===== config.mk =====
export PLATFORM = sky130hd
export DESIGN_NAME = control_sequencer
export DESIGN_NICKNAME = d
export VERILOG_FILES = /design/src/cpu_pkg.sv /design/src/control_sequencer.sv
export SDC_FILE = /design/constraint.sdc
export NUM_CORES = 1
export LEC_CHECK = 0
export BUFFER_PORTS_ARGS = -buffer_cell sky130_fd_sc_hd__buf_2
export CORE_ASPECT_RATIO = 0.5
export CORE_MARGIN = 2
export CORE_UTILIZATION = 32
export DETAILED_ROUTE_END_ITERATION = 8
export GPL_TIMING_DRIVEN = 0
export HOLD_SLACK_MARGIN = 0.12
export PLACE_DENSITY = 0.8
export SLEW_MARGIN = 30
export SYNTH_ARGS = -nofsm -noshare
export SYNTH_HDL_FRONTEND = slang
export SYNTH_SLANG_ARGS = --single-unit

===== constraint.sdc =====
create_clock -name clock -period 3.11 [get_ports clock]
set_input_delay 0.4665 -clock clock [delete_from_list [all_inputs] [get_ports clock]]
set_output_delay 0.4665 -clock clock [all_outputs]
set_load 0.05 [all_outputs]

===== src/cpu_pkg.sv =====
package cpu_pkg;

    // Architectural widths, fixed by the instruction set
    localparam int DATA_WIDTH = 64;
    localparam int INSTR_WIDTH = 32;
    localparam int REG_ADDR_WIDTH = 5;
    localparam int REG_COUNT = 32;

    typedef logic [DATA_WIDTH-1:0] data_word_t;
    typedef logic [INSTR_WIDTH-1:0] instr_word_t;
    typedef logic [REG_ADDR_WIDTH-1:0] reg_addr_t;
    typedef logic [10:0] opcode_t;
    // fs[4:2] operation, fs[1] inverts B, fs[0] inverts A
    typedef logic [4:0] alu_fs_t;
    typedef logic [1:0] pc_fs_t;

    // Register 31 is the zero register
    localparam reg_addr_t REG_ZERO = 5'd31;

    // ALU operation codes for fs[4:2]
    localparam logic [2:0] ALU_AND = 3'b000;
    localparam logic [2:0] ALU_OR = 3'b001;
    localparam logic [2:0] ALU_ADD = 3'b010;
    localparam logic [2:0] ALU_XOR = 3'b011;
    localparam logic [2:0] ALU_LSL = 3'b100;
    localparam logic [2:0] ALU_LSR = 3'b101;

    // PC functions
    localparam pc_fs_t PC_HOLD = 2'b00;
    localparam pc_fs_t PC_ADD4 = 2'b01;
    localparam pc_fs_t PC_ADDK = 2'b10;
    localparam pc_fs_t PC_RSVD = 2'b11;

    // R and D format opcodes, instr[31:21]
    localparam opcode_t OP_AND = 11'h450;
    localparam opcode_t OP_ADD = 11'h458;
    localparam opcode_t OP_ORR = 11'h550;
    localparam opcode_t OP_ADDS = 11'h558;
    localparam opcode_t OP_EOR = 11'h650;
    localparam opcode_t OP_SUB = 11'h658;
    localparam opcode_t OP_ANDS = 11'h750;
    localparam opcode_t OP_SUBS = 11'h758;
    localparam opcode_t OP_LSR = 11'h69A;
    localparam opcode_t OP_LSL = 11'h69B;
    localparam opcode_t OP_LDUR = 11'h7C2;
    localparam opcode_t OP_STUR = 11'h7C0;

    // Shorter opcodes of the I, B and CB formats
    localparam logic [9:0] OP_ADDI = 10'h244;
    localparam logic [9:0] OP_SUBI = 10'h344;
    localparam logic [5:0] OP_B = 6'b000101;
    localparam logic [7:0] OP_CBZ = 8'hB4;
    localparam logic [7:0] OP_BCOND = 8'h54;

    // B.cond condition codes in instr[4:0]
    localparam logic [4:0] COND_EQ = 5'h00;
    localparam logic [4:0] COND_NE = 5'h01;
    localparam logic [4:0] COND_GE = 5'h0A;
    localparam logic [4:0] COND_LT = 5'h0B;

    typedef struct packed {
        logic v;
        logic c;
        logic n;
        logic z;
    } status_flags_t;

    typedef enum logic [1:0] {
        ST_FETCH = 2'b00,
        ST_EXECUTE = 2'b01,
        ST_MEMORY = 2'b10,
        ST_WAIT_RELEASE = 2'b11
    } cpu_state_t;

    // 33-bit control word
    typedef struct packed {
        logic alu_en;
        logic alu_bs;
        alu_fs_t alu_fs;
        logic rf_b_en;
        reg_addr_t rf_sa;
        reg_addr_t rf_sb;
        reg_addr_t rf_da;
        logic rf_w;
        logic ram_en;
        logic ram_w;
        logic pc_en;
        pc_fs_t pc_fs;
        logic pc_is;
        logic status_ld;
        cpu_state_t next_state;
    } control_word_t;

endpackage


===== src/control_sequencer.sv =====
`timescale 1ns/1ps

module control_sequencer
    import cpu_pkg::*;
#(
    parameter int ADDR_WIDTH = 16
) (
    input  logic          clock,
    input  logic          reset,
    output logic          instr_req,
    input  instr_word_t   instr_data,
    input  logic          instr_ack,
    output logic          mem_req,
    input  logic          mem_ack,
    input  control_word_t r_control,
    input  control_word_t i_control,
    output instr_word_t   instr,
    input  logic          alu_zero,
    output control_word_t control,
    output logic          pc_load,
    output logic          rf_write,
    output logic          status_load
);

    cpu_state_t state;
    cpu_state_t state_next;
    // Where to go once the pending ack has dropped
    cpu_state_t release_target;
    control_word_t selected;
    logic act;

    // Byte addressing needs room for the two low zero bits
    if (ADDR_WIDTH < 3 || ADDR_WIDTH > DATA_WIDTH) begin : g_width_check
        $error("ADDR_WIDTH out of range");
    end

    // R-format data processing has 101 or 001 in bits 27 to 25
    assign selected = (instr[27:25] == 3'b101 || instr[27:25] == 3'b001) ? r_control : i_control;

    // Execute for register ops, memory ack for loads and stores
    assign act = (state == ST_EXECUTE && selected.next_state != ST_MEMORY)
                 || (state == ST_MEMORY && mem_ack);
    assign rf_write = act & selected.rf_w;
    assign status_load = act & selected.status_ld;
    assign pc_load = act & selected.pc_en;

    always_comb begin
        control = selected;
        // CBZ falls through when Rt is not zero
        if (selected.pc_is && !alu_zero) begin
            control.pc_fs = PC_ADD4;
        end
        control.rf_w = rf_write;
        control.status_ld = status_load;
        control.pc_en = pc_load;
    end

    always_comb begin
        state_next = state;
        case (state)
            ST_FETCH: if (instr_ack) state_next = ST_WAIT_RELEASE;
            ST_WAIT_RELEASE: begin
                if (release_target == ST_EXECUTE) begin
                    if (!instr_ack) state_next = ST_EXECUTE;
                end else if (!mem_ack) begin
                    state_next = ST_FETCH;
                end
            end
            ST_EXECUTE: state_next = (selected.next_state == ST_MEMORY) ? ST_MEMORY : ST_FETCH;
            ST_MEMORY: if (mem_ack) state_next = ST_WAIT_RELEASE;
            default: state_next = ST_FETCH;
        endcase
    end

    always_ff @(posedge clock) begin
        if (reset) begin
            state <= ST_FETCH;
            release_target <= ST_FETCH;
            instr_req <= 1'b0;
            mem_req <= 1'b0;
        end else begin
            state <= state_next;
            // Requests follow the state, one flop each
            instr_req <= (state_next == ST_FETCH);
            mem_req <= (state_next == ST_MEMORY);
            if (state == ST_FETCH) begin
                release_target <= ST_EXECUTE;
            end else if (state == ST_MEMORY) begin
                release_target <= ST_FETCH;
            end
        end
    end

    // Instruction register, loads on the fetch ack edge
    always_ff @(posedge clock) begin
        if (state == ST_FETCH && instr_ack) begin
            instr <= instr_data;
        end
    end

endmodule


==> results, run 1 <==
- The share of the cycle needed by the critical path after routing is 0.790.
- The area growth from synthesis to layout is 64.0%.
- The global-route usage over all layers is 0.149.
- The die width is 106 um.
- The total of max-cap violations is 0.
- The height of the chip is 55.0 um.
- For this design the static power due to leakage is 0.00146 uW.
- The first-pass GRT wire length is 6.69 mm.
- With fillers left out, the area of the finished cells amounts to 0.00273 sq mm.
- The run finished with clean final reports.
- The class of the worst hold path is input pin to flip-flop.
- The post-placement cell count is 411.
- In the routed design, unresolved DRC markers number 0.
- The final net count is 451.
- The final count of pins violating max slew came to 0.
- The number of library cell types mapped by synthesis is 23.
- In this run the power density over the cells is 531 mW/mm^2.
- The clock skew after layout is 0.00479 ns.
- For this configuration, the core starts out at a cell density of 0.336.
- The repair_antennas step left the layout with diodes totalling 0.
- For the worst-skew pair, the clock arrives at the later sink with an insertion delay of 0.28 ns.
- In this run, the number of DRC markers left after iteration 0 of detailed routing was 53.
- The warning count from the yosys run is 0.
- Along the worst hold path, the cell count comes to 1.
- STA classifies the critical path endpoint as an output pin.
- Dividing the synthesized area by the synthesized cell count gives 9.96 sq um.
- STA puts the critical path data required time at 2.64 ns.
- The overall routed net length is 4.90 mm.
- The core region is 0.00495 sq mm.
- After filler insertion, the fill cell instance count of the layout stands at 479.
- Excluding fillers, the count of instances in the completed layout stands at 419.
- The floorplan step defined a die boundary enclosing 0.00582 sq mm.
- The number of global-route vias before repair is 1533.
- The CTS tree is yes.
- The initial antenna violation count was 0.
- Setup total negative slack on the finished layout was measured at 0 ns.
- The number of iterations in the first detailed-routing pass is 4.
- The overflow left after global routing is 0.
- The number of setup buffers added after CTS is 0.
- The routed wirelength normalized by instance count is 11.7 um.
- Setup violations remaining at the end of the flow were counted as 0.
- No sink is reached through more buffers than the 2 on the longest clock path.
- The maximum VDD drop is 0.406 mV.
- The worst setup path is launched from a flip-flop.
- The time the worst path needs with I/O delays and setup is 2.46 ns.
- Leaving out fill and tap cells, the most frequent cells in the layout are buf_2 (176), nand2_1 (87), edfxtp_1 (32).
- Synthesis produced a netlist with a net count of 270.
- Of all nets on the critical path, the largest fanout is 5.
- The maximum operating frequency is 0.407 GHz.
- Setup repair after global routing left no endpoint under its margin.
- The number of placement rows is 18.
- The endpoint arrival time on the critical path is 1.99 ns.
- The total number of H-tree levels is 2.
- The cell area after technology mapping is 0.00166 sq mm.
- The leading cell type in the layout, fill and taps excluded is buf_2.
- The total vias in the final route is 1813.
- Measured on the finished design, the core utilization comes to 0.550.
- The normalized max-slew margin is 0.668.
- Routability-driven placement finished with a final weighted congestion of 0.752.
- The number of vias per cell is 4.33.
- The sequential area share after synthesis is 0.638.
- The instance area after placement is 0.00265 sq mm.
- The fraction of final layout cells sized beyond drive strength 1 is 0.553.
- Counting flops and latches in the post-synthesis netlist gives 37.
- Counting every instance in the synthesized netlist gives 167.
- After clock tree synthesis, the clock-pin slew on the worst setup and hold paths is 0.07 ns.
- During I/O placement, the number of pins put on the boundary was 173.
- After legalization and detailed placement, the total HPWL measured 4.08 mm.
- The number of buffers created by CTS is 5.
- For this design, the CTS-stage hold fixing added 0 buffers.
- The tree is rooted in a clkbuf_8.
- The count of nets left with antenna violations after detail routing is 0.
- The worst-case reg-to-reg path depth is 2.
- The type of the worst setup path is flip-flop to output pin.
- Entering global routing, the biggest net connects 16 pins.
- For the pin with the worst max-slew slack, the measured transition is 0.497 ns.
- The clock net sink count is 37.
- The post-cts repair resize count is 0.
- The number of hold-slack violations in the final timing report came to 0.
- Port buffering added 172 buffers.
flip-flops by register name, indices dropped and copies added, names as in the netlist:
signal and flops:
instr 32, state 2, instr_req 1, release_target 1, mem_req 1
routing by layer:
metal,up-vias,wire (um),global-route usage
met5,-,0,0
met4,0,70,0.0548
met3,8,417,0.0504
met2,89,2680,0.298
met1,803,1730,0.152
li1,913,-,-
critical path, cell delays in order, from the launching register on:
cell	delay [ns]
edfxtp_1	0.42
nand2b_2	0.25
a31oi_2	0.25
a22oi_1	0.17
a21oi_1	0.22
buf_4	0.15
buf_2	0.25
report_power, final:
part           switching [uW]  internal, uW
combinational             398           145
sequential               16.0           589
clock                     150           150
total                     564           884
cells by family (layout without fill, tap and decap cells):
family                 Yosys count  in the layout  share of synthesized area
and+or+nand+nor                103            103                      0.259
DFF                             37             37                      0.638
AOI/OAI and AO/OA               13             13                     0.0579
buffers and inverters           13            195                     0.0391
muxes                            1              1                    0.00602
synth_stat cells, drive strengths merged:
master,instances,area [sq um]
nor3b,2,20.0
buf,7,42.5
mux2i,1,10.0
o21ai,1,5.00
a21oi,7,35.0
nor2b,4,25.0
nand2,87,327
a211oi,1,7.51
a22oi,1,7.51
dfxtp,5,100
inv,3,11.3
nor3,2,15.0
a31oi,1,12.5
and4bb,1,12.5
o22ai,1,6.26
o32a,1,22.5
clkbuf,3,11.3
nor2,6,22.5
edfxtp,32,961
nand2b,1,8.76
stage by stage:
step	hold slack (ns)	worst slack (ns)	power, uW
5_1_grt	0.340	0.475	1520
3_5_place_dp	0.535	0.889	1160
3_3_place_gp	0.521	0.401	1150
6_report	0.357	0.653	1450
2_1_floorplan	0.495	0.198	998
4_1_cts	0.346	0.624	1470
layout make-up:
cell class / count / area, sq um / area share
clock inverters: 3 / 12.5 / 0.00459
well taps: 70 / 87.6 / 0.0321
flip-flops and latches: 37 / 1060 / 0.389
clock buffers: 5 / 68.8 / 0.0252
inverters: 3 / 11.3 / 0.00413
repair buffers: 174 / 883 / 0.324
plain buffers: 10 / 53.8 / 0.0197
multi-input cells: 117 / 548 / 0.201
path summary, 6_finish.rpt:
| check | endpoint | slack, ns | from |
|---|---|---|---|
| worst max-delay path | control[2] | 0.65 | instr[26] |
| worst min-delay path | instr[26] | 0.36 | instr_data[26] |
| worst min register to register | release_target[0] | 0.54 | release_target[0] |
| worst max register to register | instr[10] | 1.70 | state[1] |
(Power assumes the default switching activity.)
==> run 2, diff against run 1 <==
Settings changed: ABC_AREA set to 1, CORE_UTILIZATION 32 to 36, PLACE_DENSITY 0.8 to 0.83.
Clock period 3.11 ns to 2.4 ns, I/O delays scaled along.
==> run 2 against run 1 <==
Against the previous run:
- non-clock buffer count shrank 4
- sequential power is 29% higher
- hold slack got worse by 0.11 ns
- power up 42%
- die area decreased by 3.9%
- largest cell class unchanged
==> results, run 2 <==
- Summed over all nets, wire length on met3 after detailed routing comes to 313 um.
- After detailed routing, the average wire length per cell comes to 12.8 um.
- At the later pin of the worst-skew pair, clock insertion delay measures 0.28 ns.
- The initial utilization of the core area, before any placement, comes to 0.369.
- The area taken by multi-input logic gates is 658 sq um.
- The HPWL after detailed placement is 4.22 mm.
- Yosys mapped a number of flops with a built-in enable equal to 32.
- The type of the worst setup path is flip-flop to output pin.
- The global-route usage over all layers is 0.171.
- Synthesis produced a netlist with a net count of 237.
- After the first detailed-routing iteration, the DRC count stood at 85.
- The routed length on met1 is 1.74 mm.
- For this run, the leading register cell type out of synthesis is edfxtp_1.
- The tree built by TritonCTS fans out to 37 sinks.
- Timing would allow up to 0.451 GHz.
- The number of flip-flops in the largest register is 32.
- The kind of start point of the critical path is a flip-flop.
- Summed over all cells, the static leakage comes to 0.00158 uW.
- In this run the top signal layer used is met4.
- The average instance in the mapped netlist occupies 13.4 sq um.
- The overall routed net length is 4.93 mm.
- In the routed layout, each cell is associated on average with a via count of 4.26.
- The net switching power figure is 745 uW.
- After technology mapping, the gate count stands at 134.
- The floorplan core area is 0.00486 sq mm.
- After detailed placement, the total cell area comes to 0.00283 sq mm.
- At the worst endpoint, the arrival time is 1.86 ns.
- The most common cell in the synthesized netlist is edfxtp_1.
- For this run, the register share of the synthesized area comes to 0.591.
- Of the available clock period, the critical path in the final layout requires 0.924.
- Of all cell types, the one taking the most synthesized area is edfxtp_1.
- Counting along the longest clock path gives a buffer depth of 2.
- The internal power of the cells totals 1320 uW.
- The synthesis-to-layout area growth is 63.9%.
- The sequential fraction of design power is 0.379.
- The total of max-cap violations is 0.
- The clock input transition at the sequential cells of the worst setup and hold paths is 0.07 ns.
- Input and output buffers added on the ports amount to 172.
- The total vias in the final route is 1641.
- The final layout contains 417 nets.
- The commonest cells after synthesis are edfxtp_1 (32), mux2_4 (25), nand2_1 (22).
- The first-pass GRT wire length is 7.34 mm.
- The total power is 2060 uW.
- The count of antenna diodes in the layout is 0.
- Counting the buffers created by CTS gives 5.
- The flow ran to the end, and the final reports show no timing, DRC or antenna violations.
- The post-cts repair resize count is 0.
- The initial antenna violation count is 0.
- The worst-path maximum fanout is 8.
- The area fraction of the dominant cell type after synthesis is 0.536.
- The number of register bits inferred by synthesis is 37.
- The share of total power dissipated in combinational logic is 0.369.
- The clock root buffer is clkbuf_8.
- The initialized floorplan defines 18 standard-cell rows.
- The number of hold-slack violations in the final timing report is 0.
- The total number of H-tree levels is 2.
- The wire length on met2 is 2.78 mm.
- The final-layout fill cell count is 403.
- The number of library cell types mapped by synthesis is 15.
- The CTS tree is yes.
- The post-route cell area is 0.00294 sq mm.
- The overflow left after global routing is 0.
- Counting flops with an async set or reset pin after synthesis yields a share of 0.
- The count of endpoints failing setup in the final report is 0.
- For this design the ratio of total power to cell area is 700 mW/mm^2.
- Before antenna repair, the detailed router went through 4 iterations.
- In this run the post-CTS setup repair buffer count came out at 0.
- Setup repair after global routing left no endpoint under its margin.
- Of the total power, the share spent switching nets is 0.362.
- Measured against its own limit, the worst slew margin works out to 0.709.
- IR analysis of the VDD net gives a maximum drop of 0.552 mV.
- The cell area after technology mapping is 0.00179 sq mm.
- The endpoint class of the critical path is an output pin.
- The top-level port count is 173.
- The count of nets left with antenna violations after detail routing is 0.
- The height of the chip is 53.9 um.
- The Yosys step of the flow raised 0 warnings.
- Subtracting the final worst setup slack from the clock period gives 2.22 ns.
- The register with the most flip-flops in the final layout is instr.
- Clock skew on the completed layout was measured at 0.00433 ns.
- In the routed design, unresolved DRC markers number 0.
- The final count of pins violating max slew is 0.
- The fraction of final layout cells sized beyond drive strength 1 is 0.698.
- Leaving out fill and tap cells, the most frequent cell in the layout is buf_2.
- The number of global-route vias before repair was 1673.
- The required time of the worst setup path is 2.04 ns.
- The largest net degree at the start of global routing is 23.
- The storage element area is 0.00106 sq mm.
- The class of the worst hold path is input pin to flip-flop.
- Leaving out fill and tap cells, the most frequent cells in the layout are buf_2 (172), edfxtp_1 (32), mux2_4 (25).
- The number of buffers added to fix hold violations after cts is 0.
- The die is 104 um wide.
- The largest registers in the layout are instr x32, state x2.
- The die outline area is 0.00560 sq mm.
- After synthesis, the cell types taking the most area are edfxtp_1 (54%), mux2_4 (21%), dfxtp_1 (5.6%).
- The actual transition at the worst max-transition pin is 0.436 ns.
- Routability-driven placement finished with a final weighted congestion of 0.789.
- The proportion of power drawn by the clock network is 0.252.
==> run 2: final cells by class <==
cell class	count	area share
Timing Repair Buffer	173	0.302
Buffer	7	0.0268
Clock inverter	2	0.0132
Inverter	15	0.0191
Multi-Input combinational cell	75	0.224
Clock buffer	6	0.0247
Tap cell	70	0.0298
Sequential cell	37	0.361
==> run 2: power groups by stage <==
stage	sequential [uW]	clock (uW)	combinational (uW)
after global placement	796	0	735
after detailed placement	796	0	765
after global routing	787	551	800
final	781	518	760
after CTS	782	539	766
after floorplan	961	0	393
==> run 2: routing by layer <==
metal / GRT usage / up-vias
met3: 0.0412 / 10
met1: 0.179 / 738
met5: 0 / -
li1: - / 818
met2: 0.338 / 75
met4: 0.0878 / 0
==> run 2: path summary, 6_finish.rpt <==
check        depth (start not counted)  slack, ns              start                end
max                                  9       0.18          instr[26]         control[9]
min                                  1       0.25      instr_data[1]           instr[1]
max reg2reg                          9       0.87           state[0]          instr_req
min reg2reg                          2       0.52  release_target[0]  release_target[0]
==> run 2: per-stage QoR <==
stage / util / worst slack (ns) / hold slack (ns) / std cells / TNS (ns)
global placement: 0.575 / -0.442 / 0.479 / 376 / -12.53
CTS: 0.605 / 0.146 / 0.235 / 385 / 0
floorplan: - / 0.0562 / 0.429 / 134 / 0
global route: 0.605 / 0.0268 / 0.231 / 385 / 0
finish: 0.605 / 0.183 / 0.249 / 385 / 0
detailed placement: 0.582 / 0.468 / 0.515 / 377 / 0
==> run 2: kinds of logic (layout without fill, tap and decap cells) <==
| kind of cell | count (synthesis) | in the layout | share of synthesized area |
|---|---|---|---|
| AOI/OAI and AO/OA | 8 | 8 | 0.0279 |
| buffers and inverters | 22 | 203 | 0.0690 |
| DFF | 37 | 37 | 0.591 |
| muxes | 25 | 25 | 0.209 |
| and+or+nand+nor | 42 | 42 | 0.103 |
==> run 2: critical path, stage by stage, from the launching register on <==
cell	delay [ns]
edfxtp_1	0.40
inv_2	0.16
nand2_4	0.11
nand2_1	0.12
nand2_4	0.06
nand2_1	0.07
nand2_2	0.12
a21boi_4	0.19
buf_6	0.10
buf_2	0.24
==> run 3, diff against run 2 <==
Settings changed: MAX_ROUTING_LAYER set to met4.
==> run 3 against run 2 <==
Against the previous run:
- non-clock buffer count is the same
- clock power is essentially flat
- sequential share of layout area is the same
- cell area is the same
- count of clock-buffer cells in the layout is the same
- flip-flop and latch count is the same
- critical path type unchanged
- final cell count is the same
- first-iteration DRC count shrank 11%
- maximum frequency grew 0.12%
- hold slack gained 0.00086 ns
- largest power group unchanged
==> results, run 3 (synthesis gave the netlist of run 2 again) <==
- The number of placement rows is 18.
- The worst pin sits at a relative slew slack of 0.709.
- The largest stage delay on the critical path is 0.40 ns.
- In this run the number of H-tree levels came out at 2.
- In this run the critical register-to-register path is captured at instr_req.
- The library cell used most frequently in the layout, excluding fill and tap cells, is buf_2.
- The number of setup buffers added after CTS is 0.
- The min-delay analysis places its worst path in the category input pin to flip-flop.
- The worst setup path is captured at an output pin.
- Following the worst setup path forward leads to its endpoint at control[9].
- On the final layout, the worst hold slack is 0.250 ns.
- For the pin with the worst max-slew slack, the measured transition is 0.435 ns.
- Setup repair after global routing left no endpoint under its margin.
- The height of the chip is 53.9 um.
- The power per unit of standard cell area is 700 mW/mm^2.
- The combined buffer and inverter count along the critical path is 3.
- The cell leakage power is 0.00158 uW.
- The start of the worst register-to-register path is state[0].
- On the critical path, the stage with the largest delay is an instance of edfxtp_1.
- The detailed-route DRC error count is 0.
- The total half-perimeter wirelength after legalization and detailed placement is 4.22 mm.
- The number of hold-slack violations in the final timing report is 0.
- The critical path crosses 9 cells after its start point.
- The fraction of final layout cells sized beyond drive strength 1 is 0.698.
- The post-cts repair resize count is 0.
- 0 antenna diodes ended up in the layout.
- The routed wirelength normalized by instance count is 12.7 um.
- Along the worst path, the maximum fanout reaches 8.
- STA classifies the critical path startpoint as a flip-flop.
- In the layout the commonest cells are buf_2 (172), edfxtp_1 (32), mux2_4 (25).
- The critical path goes through inv_2 > nand2_4 > nand2_1 > nand2_4 > nand2_1 > nand2_2 > a21boi_4 > buf_6 > buf_2.
- The final count of pins violating max slew is 0.
- The die width is 104 um.
- The number of buffers created by CTS is 5.
- The count of buffers added on input and output ports is 172.
- The worst-case IR drop observed on VDD is 0.553 mV.
- Max-cap violations in this run came to 0.
- The overflow left after global routing is 0.
- The flow ran to the end, and the final reports show no timing, DRC or antenna violations.
- The register with the highest flop count is instr.
- The initial antenna violation count came to 0.
- The number of iterations in the first detailed-routing pass is 4.
- The number of buffers added to fix hold violations after cts is 0.
- The initial DRC count is 76.
- The CTS tree is yes.
- The maximum clock path buffer count is 2.
- Setup violations remaining at the end of the flow were counted as 0.
- The clock net sink count is 37.
- The largest net degree at the start of global routing is 23.
- The clock skew after layout is 0.00511 ns.
- The share of the cycle needed by the critical path after routing is 0.922.
- The top-level port count is 173.
- The clock root buffer is clkbuf_8.
- The insertion delay of the later-clocked pin in the worst-skew pair is 0.28 ns.
- The register with the most flip-flops in the layout has 32 of them.
- The time the worst path needs with I/O delays and setup is 2.21 ns.
- The setup check on the worst reg-to-reg path leaves a slack of 0.87 ns.
- The type of the worst setup path is flip-flop to output pin.
- STA puts the critical path data required time at 2.04 ns.
- In this run the worst setup path begins at instr[26].
- The number of cells on the worst reg-to-reg path is 9.
- Overall power consumption after layout is estimated at 2060 uW.
- Using the TritonRoute via totals, the vias-per-cell ratio works out to 4.28.
- After detailed routing, the total wire length is 4.90 mm.
- The net count of the finished layout is 417.
- The largest registers in the layout are instr x32, state x2.
- The clock input transition at the sequential cells of the worst setup and hold paths is 0.07 ns.
- The first global-routing pass estimated 7.34 mm of wire.
- The total vias in the final route is 1648.
- The maximum operating frequency is 0.452 GHz.
- The met1 routing resource usage after global routing is 0.181.
- The final-layout fill cell count is 403.
- The number of global-route vias before repair is 1671.
- The routability congestion estimate from global placement is 0.801.
- The global-route usage over all layers is 0.176.
- The die covers 0.00560 sq mm.
- The busiest layer in global routing is met2.
- The initial utilization of the core area, before any placement, comes to 0.369.
- The synthesis-to-layout area growth is 63.9%.
- Grouping stages by cell kind, the critical path spends the most delay in buffers and inverters.
- The global-route met3 utilization is 0.0387.
- The core region is 0.00486 sq mm.
- Data on the critical path arrives at its endpoint at 1.85 ns.
- In this run the remaining antenna-violating nets after routing total 0.
- The met2 demand-to-capacity share in global routing is 0.340.
[run 3: cell counts in the layout (fill, tap and decap cells not counted)]
Identical to the previous run, type by type.
[run 3: final cells by class]
type,count,area [sq um],share of cell area
buffer,7,78.8,0.0268
clock buffer,6,72.6,0.0247
clock inverter,2,38.8,0.0132
inverter,15,56.3,0.0191
multi-input combinational,75,658,0.224
sequential,37,1060,0.361
tap,70,87.6,0.0298
timing repair buffer,173,888,0.302
[run 3: stage by stage]
step	setup slack, ns	setup TNS, ns	instances	area (sq um)	util
floorplan	0.0562	0	134	1850	-
global placement	-0.442	-12.53	376	2800	0.575
detailed placement	0.468	0	377	2830	0.582
CTS	0.146	0	385	2940	0.605
global route	0.0298	0	385	2940	0.605
finish	0.186	0	385	2940	0.605
[run 3: worst min-delay path by stage]
stage / startpoint / to / slack (ns) / depth (start not counted)
2_1_floorplan: reset / release_target[0] / 0.43 / 1
3_3_place_gp: release_target[0] / release_target[0] / 0.48 / 2
3_5_place_dp: release_target[0] / release_target[0] / 0.51 / 2
4_1_cts: instr_data[1] / instr[1] / 0.23 / 1
5_1_grt: instr_data[1] / instr[1] / 0.23 / 1
6_report: instr_data[1] / instr[1] / 0.25 / 1
[run 3: routing by layer]
| layer | share of wire | routed length (um) |
|---|---|---|
| met3 | 0.060 | 293 |
| met1 | 0.35 | 1720 |
| met2 | 0.57 | 2800 |
| met5 | 0 | 0 |
| met4 | 0.018 | 87 |
[run 3: where the power goes]
part	total, uW	leakage, uW	internal, uW	switching (uW)
logic	760	0.00118	239	521
clock network	518	0.0000554	312	207
registers	781	0.000345	764	16.8
